**config.mk**
```make
export PLATFORM = sky130hd
export DESIGN_NAME = filter_top
export DESIGN_NICKNAME = d
export VERILOG_FILES = /design/src/hdl/filter_pkg.sv /design/src/hdl/bucket_ram.sv /design/src/hdl/update_arbiter.sv /design/src/hdl/update_pipe.sv /design/src/hdl/lookup_port.sv /design/src/hdl/filter_top.sv
export SDC_FILE = /design/constraint.sdc
export NUM_CORES = 1
export LEC_CHECK = 0
export BUFFER_PORTS_ARGS = -buffer_cell sky130_fd_sc_hd__buf_2
export CAP_MARGIN = 20
export CELL_PAD_IN_SITES_DETAIL_PLACEMENT = 1
export CELL_PAD_IN_SITES_GLOBAL_PLACEMENT = 2
export CORE_ASPECT_RATIO = 2
export CORE_MARGIN = 2
export CORE_UTILIZATION = 46
export DETAILED_ROUTE_END_ITERATION = 10
export PLACE_DENSITY_LB_ADDON = 0.15
export SYNTH_ARGS = -nofsm -noshare
export SYNTH_HDL_FRONTEND = slang
export SYNTH_SLANG_ARGS = --single-unit
export TNS_END_PERCENT = 10
```
**constraint.sdc**
```tcl
create_clock -name clk -period 3.3 [get_ports clk]
set_input_delay 0.165 -clock clk [delete_from_list [all_inputs] [get_ports clk]]
set_output_delay 0.165 -clock clk [all_outputs]
set_load 0.01 [all_outputs]
```
**src/hdl/filter_pkg.sv**
```systemverilog
/*
 * Shared sizes and types for the RAM-based counting filter.
 * The defaults here are only defaults: filter_top passes its own values down.
 * RAM_READ_LATENCY describes bucket_ram and must change together with it.
 */

`default_nettype none

package filter_pkg;

    // ==============================
    // Default sizes
    // ==============================

    // Number of buckets, one counter each
    parameter int DEF_N_BUCKETS = 16;

    // Width of each bucket counter
    parameter int DEF_BUCKET_BITS = 4;

    // Entries in the queue that holds removes waiting for a free update slot
    parameter int DEF_REMOVE_DEPTH = 8;

    // Cycles from read address to read data in bucket_ram
    // Both the update pipe and the lookup ports track this many stages of writes
    parameter int RAM_READ_LATENCY = 2;

    // ==============================
    // Update opcodes
    // ==============================

    // What one slot of the update pipeline carries
    // OP_NONE marks an idle slot, which never writes the RAM
    typedef enum logic [1:0]
    {
        OP_NONE,
        OP_INSERT,
        OP_REMOVE
    } upd_op_t;

endpackage

`default_nettype wire

```
**src/hdl/bucket_ram.sv**
```systemverilog
/*
 * Simple dual-port RAM: read address and read data are both registered.
 * Writes are registered once more before they reach the array.
 * After reset every entry is written with INIT_VALUE, one per cycle,
 * and rdy stays low for N_ENTRIES cycles. N_ENTRIES must be at least 2.
 */

`timescale 1ns/1ns
`default_nettype none

module bucket_ram
#(
    parameter int                N_ENTRIES  = 16,
    parameter int                WIDTH      = 4,
    parameter logic [WIDTH-1:0]  INIT_VALUE = '0
)
(
    input  logic                         clk,
    input  logic                         reset,
    output logic                         rdy,
    input  logic [$clog2(N_ENTRIES)-1:0] raddr,
    output logic [WIDTH-1:0]             rdata,
    input  logic                         wen,
    input  logic [$clog2(N_ENTRIES)-1:0] waddr,
    input  logic [WIDTH-1:0]             wdata
);

    localparam int IDX_W = $clog2(N_ENTRIES);

    logic [WIDTH-1:0] mem [N_ENTRIES];

    // Read side registers
    logic [IDX_W-1:0] raddr_q;

    // Write side registers, loaded from either the sweep or the client port
    logic             wen_q;
    logic [IDX_W-1:0] waddr_q;
    logic [WIDTH-1:0] wdata_q;

    // Sweep position while the RAM clears itself
    logic [IDX_W-1:0] clr_idx;

    // ==============================
    // Clearing sweep
    // ==============================

    always_ff @(posedge clk)
    begin
        if (reset)
        begin
            rdy     <= 1'b0;
            clr_idx <= '0;
        end
        else if (!rdy)
        begin
            clr_idx <= clr_idx + 1'b1;
            // The last entry is queued this cycle, so the next one is usable
            rdy     <= (clr_idx == IDX_W'(N_ENTRIES - 1));
        end
    end

    // ==============================
    // Array access
    // ==============================

    always_ff @(posedge clk)
    begin
        // While the sweep runs it owns the write port
        waddr_q <= rdy ? waddr : clr_idx;
        wdata_q <= rdy ? wdata : INIT_VALUE;
        wen_q   <= !rdy || wen;
        if (reset)
        begin
            wen_q <= 1'b0;
        end
    end

    always_ff @(posedge clk)
    begin
        if (wen_q)
        begin
            mem[waddr_q] <= wdata_q;
        end
        raddr_q <= raddr;
        rdata   <= mem[raddr_q];
    end

    // Clients must hold off until the sweep is over, or their writes are lost
    a_no_write_before_rdy: assert property (@(posedge clk) disable iff (reset)
        !rdy |-> !wen)
        else $error("bucket_ram write to %0d while clearing", waddr);

endmodule

`default_nettype wire

```
**src/hdl/update_arbiter.sv**
```systemverilog
/*
 * Shares the one update slot between inserts and queued removes.
 * Inserts always win; a client that inserts every cycle starves removes.
 * Pushing a remove while remove_not_full is low is a client error.
 */

`timescale 1ns/1ns
`default_nettype none

module update_arbiter
#(
    parameter int N_BUCKETS    = filter_pkg::DEF_N_BUCKETS,
    parameter int REMOVE_DEPTH = filter_pkg::DEF_REMOVE_DEPTH
)
(
    input  logic                         clk,
    input  logic                         reset,
    input  logic                         insert_en,
    input  logic [$clog2(N_BUCKETS)-1:0] insert_idx,
    input  logic                         remove_en,
    input  logic [$clog2(N_BUCKETS)-1:0] remove_idx,
    output logic                         remove_not_full,
    output filter_pkg::upd_op_t          grant_op,
    output logic [$clog2(N_BUCKETS)-1:0] grant_idx
);

    import filter_pkg::*;

    localparam int IDX_W = $clog2(N_BUCKETS);
    localparam int PTR_W = (REMOVE_DEPTH > 1) ? $clog2(REMOVE_DEPTH) : 1;
    localparam int CNT_W = $clog2(REMOVE_DEPTH + 1);

    // Circular queue of bucket indices waiting to be removed
    logic [IDX_W-1:0] queue [REMOVE_DEPTH];
    logic [PTR_W-1:0] rd_ptr;
    logic [PTR_W-1:0] wr_ptr;
    logic [CNT_W-1:0] count;

    logic push;
    logic pop;
    logic not_empty;

    function automatic logic [PTR_W-1:0] next_ptr(input logic [PTR_W-1:0] ptr);
        return (ptr == PTR_W'(REMOVE_DEPTH - 1)) ? '0 : ptr + 1'b1;
    endfunction

    assign not_empty       = (count != '0);
    assign remove_not_full = (count != CNT_W'(REMOVE_DEPTH));
    assign push            = remove_en && remove_not_full;
    // The head leaves the queue in the same cycle it is granted
    assign pop             = !insert_en && not_empty;

    // ==============================
    // Grant selection
    // ==============================

    always_comb
    begin
        grant_idx = queue[rd_ptr];
        if (insert_en)
        begin
            grant_op  = OP_INSERT;
            grant_idx = insert_idx;
        end
        else if (not_empty)
        begin
            grant_op = OP_REMOVE;
        end
        else
        begin
            grant_op = OP_NONE;
        end
    end

    // ==============================
    // Queue state
    // ==============================

    always_ff @(posedge clk)
    begin
        if (push)
        begin
            queue[wr_ptr] <= remove_idx;
        end
    end

    always_ff @(posedge clk)
    begin
        if (reset)
        begin
            rd_ptr <= '0;
            wr_ptr <= '0;
            count  <= '0;
        end
        else
        begin
            if (push)
            begin
                wr_ptr <= next_ptr(wr_ptr);
            end
            if (pop)
            begin
                rd_ptr <= next_ptr(rd_ptr);
            end
            // A push and a pop together leave the occupancy unchanged
            if (push && !pop)
            begin
                count <= count + 1'b1;
            end
            else if (pop && !push)
            begin
                count <= count - 1'b1;
            end
        end
    end

    a_no_push_when_full: assert property (@(posedge clk) disable iff (reset)
        remove_en |-> remove_not_full)
        else $error("Remove of bucket %0d pushed into a full queue", remove_idx);

endmodule

`default_nettype wire

```
**src/hdl/update_pipe.sv**
```systemverilog
/*
 * Read-modify-write pipeline for bucket counters.
 * A grant in cycle t reads in t, builds its delta in t+1 and writes in t+2.
 * The delta folds in every update still in flight to the same bucket,
 * so one update per cycle is sustained with no stalls.
 */

`timescale 1ns/1ns
`default_nettype none

module update_pipe
#(
    parameter int N_BUCKETS   = filter_pkg::DEF_N_BUCKETS,
    parameter int BUCKET_BITS = filter_pkg::DEF_BUCKET_BITS
)
(
    input  logic                         clk,
    input  logic                         reset,
    input  filter_pkg::upd_op_t          grant_op,
    input  logic [$clog2(N_BUCKETS)-1:0] grant_idx,
    output logic                         rdy,
    output logic                         wr_en,
    output logic [$clog2(N_BUCKETS)-1:0] wr_idx,
    output logic [BUCKET_BITS-1:0]       wr_value,
    output logic                         wr_is_zero
);

    import filter_pkg::*;

    localparam int IDX_W = $clog2(N_BUCKETS);

    // Last stage whose write the RAM read of stage 1 cannot yet see
    localparam int LAST_STAGE = RAM_READ_LATENCY + 1;

    // Opcode and bucket of each update, stage 1 is one cycle after the grant
    upd_op_t          op_s  [1:LAST_STAGE];
    logic [IDX_W-1:0] idx_s [1:LAST_STAGE];

    // Delta built in stage 1 and carried to the write stage
    logic [BUCKET_BITS-1:0] delta_new;
    logic [BUCKET_BITS-1:0] delta_s [2:RAM_READ_LATENCY];

    logic [BUCKET_BITS-1:0] rd_value;

    // This RAM sweeps in step with the lookup copies, so its rdy speaks for all
    bucket_ram
    #(
        .N_ENTRIES  (N_BUCKETS),
        .WIDTH      (BUCKET_BITS),
        .INIT_VALUE ('0)
    )
    u_ram
    (
        .clk   (clk),
        .reset (reset),
        .rdy   (rdy),
        .raddr (grant_idx),
        .rdata (rd_value),
        .wen   (wr_en),
        .waddr (wr_idx),
        .wdata (wr_value)
    );

    // ==============================
    // Stage tracking
    // ==============================

    always_ff @(posedge clk)
    begin
        op_s[1]  <= grant_op;
        idx_s[1] <= grant_idx;
        for (int p = 2; p <= LAST_STAGE; p++)
        begin
            op_s[p]  <= op_s[p-1];
            idx_s[p] <= idx_s[p-1];
        end
        if (reset)
        begin
            for (int p = 1; p <= LAST_STAGE; p++)
            begin
                op_s[p] <= OP_NONE;
            end
        end
    end

    // ==============================
    // In-flight delta
    // ==============================

    // Stage 1 counts itself; older stages count only when they hit its bucket
    // Their writes are still on the way and absent from the RAM data
    always_comb
    begin
        delta_new = '0;
        for (int p = 1; p <= LAST_STAGE; p++)
        begin
            if ((p == 1) || (idx_s[p] == idx_s[1]))
            begin
                if (op_s[p] == OP_INSERT)
                begin
                    delta_new = delta_new + BUCKET_BITS'(1);
                end
                else if (op_s[p] == OP_REMOVE)
                begin
                    delta_new = delta_new - BUCKET_BITS'(1);
                end
            end
        end
    end

    always_ff @(posedge clk)
    begin
        delta_s[2] <= delta_new;
        for (int p = 3; p <= RAM_READ_LATENCY; p++)
        begin
            delta_s[p] <= delta_s[p-1];
        end
    end

    // ==============================
    // Write bus
    // ==============================

    // Modulo arithmetic is exact while the client keeps buckets in range
    assign wr_en      = (op_s[RAM_READ_LATENCY] != OP_NONE);
    assign wr_idx     = idx_s[RAM_READ_LATENCY];
    assign wr_value   = rd_value + delta_s[RAM_READ_LATENCY];
    assign wr_is_zero = (wr_value == '0);

    // An insert that lands on zero has wrapped past the maximum
    a_no_overflow: assert property (@(posedge clk) disable iff (reset)
        (wr_en && (op_s[RAM_READ_LATENCY] == OP_INSERT)) |-> (wr_value != '0))
        else $error("Bucket %0d overflow", wr_idx);

    // A remove that lands on all ones has wrapped below zero
    a_no_underflow: assert property (@(posedge clk) disable iff (reset)
        (wr_en && (op_s[RAM_READ_LATENCY] == OP_REMOVE)) |-> !(&wr_value))
        else $error("Bucket %0d underflow", wr_idx);

endmodule

`default_nettype wire

```
**src/hdl/lookup_port.sv**
```systemverilog
/*
 * One lookup port with its own RAM copy fed from the shared write bus.
 * A request in cycle t shows its result in t+2 and reflects every update
 * granted before t. The port looks up every cycle; it has no enable.
 */

`timescale 1ns/1ns
`default_nettype none

module lookup_port
#(
    parameter int               N_BUCKETS  = filter_pkg::DEF_N_BUCKETS,
    parameter int               WIDTH      = filter_pkg::DEF_BUCKET_BITS,
    parameter logic [WIDTH-1:0] INIT_VALUE = '0
)
(
    input  logic                         clk,
    input  logic                         reset,
    input  logic [$clog2(N_BUCKETS)-1:0] req_idx,
    input  logic                         wr_en,
    input  logic [$clog2(N_BUCKETS)-1:0] wr_idx,
    input  logic [WIDTH-1:0]             wr_data,
    output logic [WIDTH-1:0]             result
);

    import filter_pkg::*;

    localparam int IDX_W = $clog2(N_BUCKETS);

    // Bucket of the request as it moves through the read latency
    logic [IDX_W-1:0] trk_idx [1:RAM_READ_LATENCY-1];

    // Newest bus write seen for that bucket, per stage
    logic             trk_hit [1:RAM_READ_LATENCY];
    logic [WIDTH-1:0] trk_val [1:RAM_READ_LATENCY];

    logic [WIDTH-1:0] ram_data;

    bucket_ram
    #(
        .N_ENTRIES  (N_BUCKETS),
        .WIDTH      (WIDTH),
        .INIT_VALUE (INIT_VALUE)
    )
    u_ram
    (
        .clk   (clk),
        .reset (reset),
        .rdy   (),
        .raddr (req_idx),
        .rdata (ram_data),
        .wen   (wr_en),
        .waddr (wr_idx),
        .wdata (wr_data)
    );

    // ==============================
    // Bypass tracking
    // ==============================

    // Writes on the bus during the read latency miss the RAM read, so catch them
    always_ff @(posedge clk)
    begin
        trk_hit[1] <= wr_en && (wr_idx == req_idx);
        trk_val[1] <= wr_data;
        for (int p = 2; p < RAM_READ_LATENCY; p++)
        begin
            trk_idx[p] <= trk_idx[p-1];
        end
        trk_idx[1] <= req_idx;
        for (int p = 2; p <= RAM_READ_LATENCY; p++)
        begin
            trk_hit[p] <= trk_hit[p-1];
            trk_val[p] <= trk_val[p-1];
            // A later write to the same bucket supersedes an earlier capture
            if (wr_en && (wr_idx == trk_idx[p-1]))
            begin
                trk_hit[p] <= 1'b1;
                trk_val[p] <= wr_data;
            end
        end
        if (reset)
        begin
            for (int p = 1; p <= RAM_READ_LATENCY; p++)
            begin
                trk_hit[p] <= 1'b0;
            end
        end
    end

    assign result = trk_hit[RAM_READ_LATENCY] ? trk_val[RAM_READ_LATENCY] : ram_data;

endmodule

`default_nettype wire

```
**src/hdl/filter_top.sv**
```systemverilog
/*
 * Single-bank counting filter in RAM with insert, remove and two lookups.
 * Strobes are ignored until rdy rises, N_BUCKETS cycles after reset.
 * Clients must keep every bucket within 0 and its maximum.
 */

`timescale 1ns/1ns
`default_nettype none

module filter_top
#(
    parameter int N_BUCKETS    = filter_pkg::DEF_N_BUCKETS,
    parameter int BUCKET_BITS  = filter_pkg::DEF_BUCKET_BITS,
    parameter int REMOVE_DEPTH = filter_pkg::DEF_REMOVE_DEPTH
)
(
    input  logic                         clk,
    input  logic                         reset,
    output logic                         rdy,
    input  logic                         insert_en,
    input  logic [$clog2(N_BUCKETS)-1:0] insert_idx,
    input  logic                         remove_en,
    input  logic [$clog2(N_BUCKETS)-1:0] remove_idx,
    output logic                         remove_not_full,
    input  logic                         test_value_en,
    input  logic [$clog2(N_BUCKETS)-1:0] test_value_idx,
    output logic [BUCKET_BITS-1:0]       test_value,
    input  logic                         test_zero_en,
    input  logic [$clog2(N_BUCKETS)-1:0] test_zero_idx,
    output logic                         test_is_zero
);

    import filter_pkg::*;

    localparam int IDX_W = $clog2(N_BUCKETS);

    // Update requests only count once the RAMs have cleared
    wire insert_go = rdy && insert_en;
    wire remove_go = rdy && remove_en;

    // An idle lookup port parks on bucket 0 and its result is unused
    wire [IDX_W-1:0] value_req = test_value_en ? test_value_idx : '0;
    wire [IDX_W-1:0] zero_req  = test_zero_en ? test_zero_idx : '0;

    upd_op_t          grant_op;
    logic [IDX_W-1:0] grant_idx;

    // Shared write bus from the update pipe to every RAM copy
    logic                   wr_en;
    logic [IDX_W-1:0]       wr_idx;
    logic [BUCKET_BITS-1:0] wr_value;
    logic                   wr_is_zero;

    update_arbiter
    #(
        .N_BUCKETS    (N_BUCKETS),
        .REMOVE_DEPTH (REMOVE_DEPTH)
    )
    u_arbiter
    (
        .clk             (clk),
        .reset           (reset),
        .insert_en       (insert_go),
        .insert_idx      (insert_idx),
        .remove_en       (remove_go),
        .remove_idx      (remove_idx),
        .remove_not_full (remove_not_full),
        .grant_op        (grant_op),
        .grant_idx       (grant_idx)
    );

    update_pipe
    #(
        .N_BUCKETS   (N_BUCKETS),
        .BUCKET_BITS (BUCKET_BITS)
    )
    u_update_pipe
    (
        .clk        (clk),
        .reset      (reset),
        .grant_op   (grant_op),
        .grant_idx  (grant_idx),
        .rdy        (rdy),
        .wr_en      (wr_en),
        .wr_idx     (wr_idx),
        .wr_value   (wr_value),
        .wr_is_zero (wr_is_zero)
    );

    // Full counter copy for value lookups
    lookup_port
    #(
        .N_BUCKETS  (N_BUCKETS),
        .WIDTH      (BUCKET_BITS),
        .INIT_VALUE ('0)
    )
    u_value_port
    (
        .clk     (clk),
        .reset   (reset),
        .req_idx (value_req),
        .wr_en   (wr_en),
        .wr_idx  (wr_idx),
        .wr_data (wr_value),
        .result  (test_value)
    );

    // One-bit copy that stores "is zero" directly, so buckets start at 1
    lookup_port
    #(
        .N_BUCKETS  (N_BUCKETS),
        .WIDTH      (1),
        .INIT_VALUE (1'b1)
    )
    u_zero_port
    (
        .clk     (clk),
        .reset   (reset),
        .req_idx (zero_req),
        .wr_en   (wr_en),
        .wr_idx  (wr_idx),
        .wr_data (wr_is_zero),
        .result  (test_is_zero)
    );

endmodule

`default_nettype wire

```
* After elaboration in Yosys (flattened, before gate mapping)
Memories as Yosys holds them, arrays and structs flattened. A register that Yosys moved wholly into a read port is not among the register bits.
Index checks and enable logic that the tools add are counted.
** Operators by class
- Add/subtract/negate cells :: 12
- Muxes and demuxes :: 52
- Reduce and logical (&&, ||, !) cells :: 23
- Equal/unequal tests :: 18
- Bitwise gates (word level) :: 11
** Operator list (count)
- 4-bit 2-to-1 mux :: 18
- 1-bit 2-to-1 mux :: 25
- 4-bit by 1-bit adder with 4-bit output (second input constant) :: 6
- 4-bit == test :: 6
- 4-bit == test (second input constant) :: 3
- 3-bit 2-to-1 mux :: 4
- 4-bit by 1-bit subtractor with 4-bit output (second input constant) :: 3
- 1-bit logical AND :: 10
- 2-bit 2-to-1 mux :: 5
- 1-bit OR (first input constant) :: 9
- 3-bit by 1-bit adder with 3-bit output (second input constant) :: 2
- 2-bit by 1-bit == test with 1-bit output (second input constant) :: 3
- 2-bit == test (second input constant) :: 3
- 3-bit == test (second input constant) :: 2
- 1-bit zero test :: 6
- 4-bit adder :: 1
- 4-bit zero test :: 1
- 4-bit inequality test (second input constant) :: 1
- 2-bit nonzero test :: 2
- 4-bit nonzero test :: 1
- 1-bit logical OR :: 3
- 1-bit OR :: 2
** Word-level totals
- Word-level logic and storage cells :: 150
- Register bits after elaboration :: 61
- Input bits :: 22
- Memories :: 13
- Memory bits (writable) :: 220
** Memory list
- u_update_pipe.u_ram.mem :: depth 16, bits a word 4, read ports 1, clocked after memory_dff 1, wr ports 1, RTL line bucket_ram.sv:30 : logic [WIDTH-1:0] mem [N_ENTRIES];
- u_value_port.u_ram.mem :: depth 16, bits a word 4, read ports 1, clocked after memory_dff 1, wr ports 1, RTL line bucket_ram.sv:30
- u_arbiter.queue :: depth 8, bits a word 4, read ports 1, clocked after memory_dff 1, wr ports 1, RTL line update_arbiter.sv:34 : logic [IDX_W-1:0] queue [REMOVE_DEPTH];
- u_zero_port.u_ram.mem :: depth 16, bits a word 1, read ports 1, clocked after memory_dff 1, wr ports 1, RTL line bucket_ram.sv:30
- u_update_pipe.idx_s :: depth 3, bits a word 4, read ports 3, clocked after memory_dff 0, wr ports 3, RTL line update_pipe.sv:37 : logic [IDX_W-1:0] idx_s [1:LAST_STAGE];
- u_value_port.trk_val :: depth 2, bits a word 4, read ports 2, clocked after memory_dff 0, wr ports 2, RTL line lookup_port.sv:35 : logic [WIDTH-1:0] trk_val [1:RAM_READ_LATENCY];
- +7 memories

* Depth between registers and ports, before layout
- Depth in word-level cells :: 11
- Gate-level depth with buffers :: 12
- Gate-level depth less buffers :: 12

* By module
Synthesis repeated with hierarchy kept, for this count alone.
** Unflattened totals
- Cell total of the unflattened synthesis :: 742
- Area, all modules :: 11433.5 um^2
** By module, submodules not included
- bucket_ram (u_update_pipe.u_ram ...) :: times used 2, cells an instance 172, area an instance 3198.1 um^2, sequential area each 2362.3 um^2
- update_arbiter :: times used 1, cells an instance 141, area an instance 1955.6 um^2, sequential area each 1221.2 um^2
- bucket_ram (u_zero_port.u_ram) :: times used 1, cells an instance 83, area an instance 1199.9 um^2, sequential area each 800.8 um^2
- update_pipe :: times used 1, cells an instance 98, area an instance 1024.7 um^2, sequential area each 440.4 um^2
- lookup_port (u_value_port) :: times used 1, cells an instance 39, area an instance 495.5 um^2, sequential area each 280.3 um^2
- lookup_port (u_zero_port) :: times used 1, cells an instance 27, area an instance 299.0 um^2, sequential area each 160.2 um^2
- filter_top :: times used 1, cells an instance 10, area an instance 62.6 um^2, sequential area each 0.0 um^2

* Least setup slack after synthesis
Ideal clock, no wire load.
- Kind :: reg-to-reg
- From :: register u_arbiter.count[0]
- To :: register u_arbiter.count[3]
- Period minus slack after synthesis :: 2.462 ns
- Data required time :: 3.229 ns
- Library setup time :: 0.071 ns
- Arrival :: 2.392 ns
- Stages on the path, launching flop included :: 10
- Setup slack :: 0.838 ns
- Cells stage by stage :: dfxtp_1 -> o41ai_2 -> ha_1 -> inv_1 -> ha_1 -> a21o_1 -> a21oi_1 -> xnor2_1 -> or3_1 -> a21oi_1
** On the way
- Word-level cells in the longest chain between the ends :: 5
- Elaborated cells between the ends (all ways) :: 13
- Those cells by class :: 2 x add/sub; 1 x eq/ne; 2 x mux; 8 x reduce/logical
** Ends and longest elaborated chain
- start, declared :: RTL line update_arbiter.sv:37 : logic [CNT_W-1:0] count;
- start signal, assigned :: RTL line update_arbiter.sv:108 : count <= count + 1'b1;
- start signal, assigned :: RTL line update_arbiter.sv:112 : count <= count - 1'b1;
- branches (longest 5 deep; another with 4-bit by 1-bit subtractor with 4-bit output)
Parallel ways; which one is timed is not known. The select of a mux whose other input is x is not followed.
A chain may end at the register's enable or synchronous reset.

* Worst setup path after layout
- From :: register u_arbiter.count[0]
- To :: register u_arbiter.count[3]
** On the way
- Word-level cells in the longest chain between the ends :: 5
- Elaborated cells between the ends (all ways) :: 13
- Those cells by class :: 2 x add/sub; 1 x eq/ne; 2 x mux; 8 x reduce/logical
** Ends and longest elaborated chain
- 4-bit inequality test (*) :: RTL line update_arbiter.sv:48 : assign remove_not_full = (count != CNT_W'(REMOVE_DEPTH));
- 1-bit logical AND (*) :: RTL line update_arbiter.sv:49 : assign push = remove_en && remove_not_full;
- via u_arbiter.push :: RTL line update_arbiter.sv:39 : logic push;
- 1-bit zero test :: RTL line update_arbiter.sv:110 : else if (pop && !push)
- 1-bit logical AND :: RTL line update_arbiter.sv:110
- 2-bit nonzero test (no line)
Mark *: on every way through the listed nets, which the timed path passes. The rest lies on a longest branch. The select of a mux whose other input is x is not followed.

==> impl_metrics.env <==
export IMPL_outcome="finished, final reports clean"
export IMPL_via_per_inst=5.392
export IMPL_routedWlPerCell_um=21.98
export IMPL_drc=0
export IMPL_fin_crit_sh_pct=81.59
export IMPL_finalHoldViolations=0
export IMPL_r2r_start="u_arbiter.count[0]$_SDFFE_PP0P_"
export IMPL_first_pass_iters=5
export IMPL_cts_resized_gates=0
export IMPL_start_util_pct=46.37
export IMPL_dr_wl_met3_um=621
export IMPL_synth_top_area_share_pct=48.04
export IMPL_worst_slew_pin_slew_ns=0.9219
export IMPL_ir_drop_v=0.0004432
export IMPL_combPwrFrac_pct=19.5
export IMPL_endpoint_kind="flip-flop"
export IMPL_cts_buffers=26
export IMPL_pwr_share_clk_pct=35.0
export IMPL_top_layer="met4"
export IMPL_cpPeakStageDelay_ns=0.38
export IMPL_hpwl_um=16730
export IMPL_fp_dieH_um=222.7
export IMPL_grt_pass1_wl_um=36800
export IMPL_fin_setup_tns_ns=0
export IMPL_hp_class="input pin to flip-flop"
export IMPL_finalInstanceArea_um2=12620
export IMPL_synth_avg_cell_area_um2=15.92
export IMPL_worstSkewPairLatency_ns=0.53
export IMPL_seq_power_share_pct=45.5
export IMPL_synth_area_leaders="edfxtp_1, dfxtp_1, mux4_2, mux4_1, nor2_1"
export IMPL_worstSetupPathType="flip-flop to flip-flop"
export IMPL_worst_r2r_cell_count=12
export IMPL_startpoint="u_arbiter.count[0]$_SDFFE_PP0P_"
export IMPL_clock_sinks=281
export IMPL_synth_cells=691
export IMPL_finalMaxSlewViolations=0
export IMPL_rsz0062_at_grt="no"
export IMPL_synthFlopType="edfxtp_1"
export IMPL_die_area_um2=25240
export IMPL_cap_violations=0
export IMPL_final_cell_mix="edfxtp_1, dfxtp_1, nor2_1"
export IMPL_antenna_left=0
export IMPL_hold_depth=4
export IMPL_setup_viol=0
export IMPL_yosysSeqAreaShare_pct=67.15
export IMPL_clock_path_buffers=3
export IMPL_crit_chain="nor3_1 > nand2_1 > nand3_1 > inv_1 > ha_1 > inv_1 > ha_1 > a21o_1 > a21oi_1 > xnor2_1 > or3_1 > a21oi_1"
export IMPL_grt_max_degree=37
export IMPL_cts_setup_buffers=0
export IMPL_clock_skew_final_ns=0.009491
export IMPL_htree_levels=1
export IMPL_core_area_um2=23720
export IMPL_p_int_w=0.006835
export IMPL_slew_headroom_pct=38.46
export IMPL_startpoint_type="flip-flop"
export IMPL_gp_congestion=0.8232
export IMPL_io_buffers=28
export IMPL_wl_met1_um=8175
export IMPL_antenna_found_initial=0
export IMPL_synthArstFlopShare_pct=0
export IMPL_yosysTopAreaCell="edfxtp_1"
export IMPL_min_period_ns=2.692
export IMPL_leakagePower_nw=4.282
export IMPL_grt_pass1_vias=6430
export IMPL_overflow=0
export IMPL_num_nets_final=795
export IMPL_p_switching_w=0.002524
export IMPL_ys_ff_latch=281
export IMPL_grt_use_total_pct=19.26
export IMPL_swShare_pct=26.97
export IMPL_num_antenna_cells=0
export IMPL_std_cell_rows=80
export IMPL_slowest_stage="dfxtp_1"
export IMPL_cts_tree="done"
export IMPL_drt_iter0_markers=238
export IMPL_min_from="insert_en"
export IMPL_syn_num_nets=733
export IMPL_arrival_ns=3.16
export IMPL_critPathMaxFanout=9
export IMPL_nFillCells=2219
export IMPL_cp_required_ns=3.76
export IMPL_routed_via_count=5715
export IMPL_root_buffer="clkbuf_16"
export IMPL_fmax_mhz=371.4
export IMPL_synth_edf_count=176
export IMPL_wl_met2_um=14000
export IMPL_io_pins=29
export IMPL_finalWirelength_um=23300
export IMPL_cts_clk_slew_worst_paths_ns=0.07
export IMPL_synth_cell_types=48
export IMPL_post_dp_cell_area_um2=11410
export IMPL_area_growth_pct=14.76
export IMPL_synth_warning_count=0
export IMPL_layout_commonest_cell="edfxtp_1"
export IMPL_die_w_um=113.4
export IMPL_p_per_area_nw_per_um2=741.3
export IMPL_final_layout_size_suffix_gt1_share_pct=20.44
export IMPL_syn_area_um2=11000
==> sequential cells by signal, indices dropped and copies added (netlist names), 6 cells and up, named ones only <==
register / cells
u_arbiter.queue: 32
u_update_pipe.idx_s: 9
u_update_pipe.op_s: 6
u_value_port.u_ram.mem: 64
u_update_pipe.u_ram.mem: 64
u_value_port.trk_val: 8
u_zero_port.u_ram.mem: 16
==> repair_timing <==
item / 4_1_cts / 5_1_grt
endpoints found under the setup margin: 0 / 0
hold buffers: 24 / 0
hold endpoints to repair: 44 / 0
==> final cells by class <==
class | count | area [um^2] | area share [%]
Timing Repair Buffer | 63 | 460.4 | 3.647
Tap cell | 287 | 359.1 | 2.844
Inverter | 12 | 45.04 | 0.3568
Multi-Input combinational cell | 369 | 3407 | 26.99
Clock buffer | 35 | 813.3 | 6.442
Sequential cell | 281 | 7387 | 58.51
Clock inverter | 13 | 152.6 | 1.209
==> cells in the mapped netlist, types with 13 or more instances <==
library cell / n
mux4_2: 42
nor2_1: 76
xor2_1: 14
dfxtp_1: 105
and2_1: 16
xnor2_1: 28
clkbuf_1: 13
ha_1: 18
nor3_1: 18
nand2_1: 13
mux2_2: 22
edfxtp_1: 176
a21oi_1: 18
==> final timing paths <==
kind	to	slack, ns
max	u_arbiter.count[3]$_SDFFE_PP0P_	0.61
min	u_update_pipe.op_s[0][2]$_SDFF_PP0_	0.04
max reg2reg	u_arbiter.count[3]$_SDFFE_PP0P_	0.61
min reg2reg	u_value_port.trk_val[2][1]$_DFF_P_	0.44
==> critical path, delay by kind of cell (launching register included) <==
| family | cells | cell delay [ns] |
|---|---|---|
| adder cells (fa/ha/maj) | 2 | 0.48 |
| AND/OR/NAND/NOR | 4 | 0.91 |
| XOR/XNOR | 1 | 0.10 |
| flip-flops | 1 | 0.38 |
| AO/OA/AOI/OAI | 3 | 0.47 |
| buffers and inverters | 2 | 0.28 |
==> power groups by stage <==
| stage | logic, W | clock network, W | registers [W] |
|---|---|---|---|
| 2_1_floorplan | 0.00142 | 0 | 0.00418 |
| 3_3_place_gp | 0.00178 | 0 | 0.00432 |
| 3_5_place_dp | 0.00183 | 0 | 0.00434 |
| 4_1_cts | 0.00187 | 0.00336 | 0.00426 |
| 5_1_grt | 0.00200 | 0.00349 | 0.00430 |
| 6_report | 0.00183 | 0.00328 | 0.00426 |
==> routing by layer <==
metal | global-route usage, % | up-vias
met5 | 0 | -
met4 | 5.980 | 0
met3 | 2.591 | 29
met2 | 39.02 | 79
met1 | 19.66 | 2899
li1 | - | 2708
==> metrics by stage <==
step | worst slack (ns) | utilization [%] | hold slack (ns) | power [W] | cells
floorplan | 0.8378 | - | 0.2639 | 0.005600 | 691
global placement | 0.7456 | 48.11 | 0.4212 | 0.006107 | 987
detailed placement | 0.6474 | 48.11 | 0.4246 | 0.006167 | 987
CTS | 0.6175 | 53.20 | 0.01521 | 0.009494 | 1059
global route | 0.3418 | 53.22 | 0.05787 | 0.009788 | 1060
finish | 0.6075 | 53.22 | 0.03938 | 0.009358 | 1060
==> logic make-up (layout without fill, tap and decap cells) <==
| family | after synthesis | count (layout) | synth area share, % |
|---|---|---|---|
| xor gates and xnor gates | 42 | 42 | 3.344 |
| and+or+nand+nor | 185 | 185 | 8.701 |
| muxes | 85 | 85 | 14.39 |
| AOI/OAI and AO/OA | 37 | 37 | 2.127 |
| DFF | 281 | 281 | 67.15 |
| adders and majority gates | 20 | 20 | 2.411 |
| buffers and inverters | 41 | 123 | 1.877 |
Note: power is estimated with default switching activity, not from simulation.
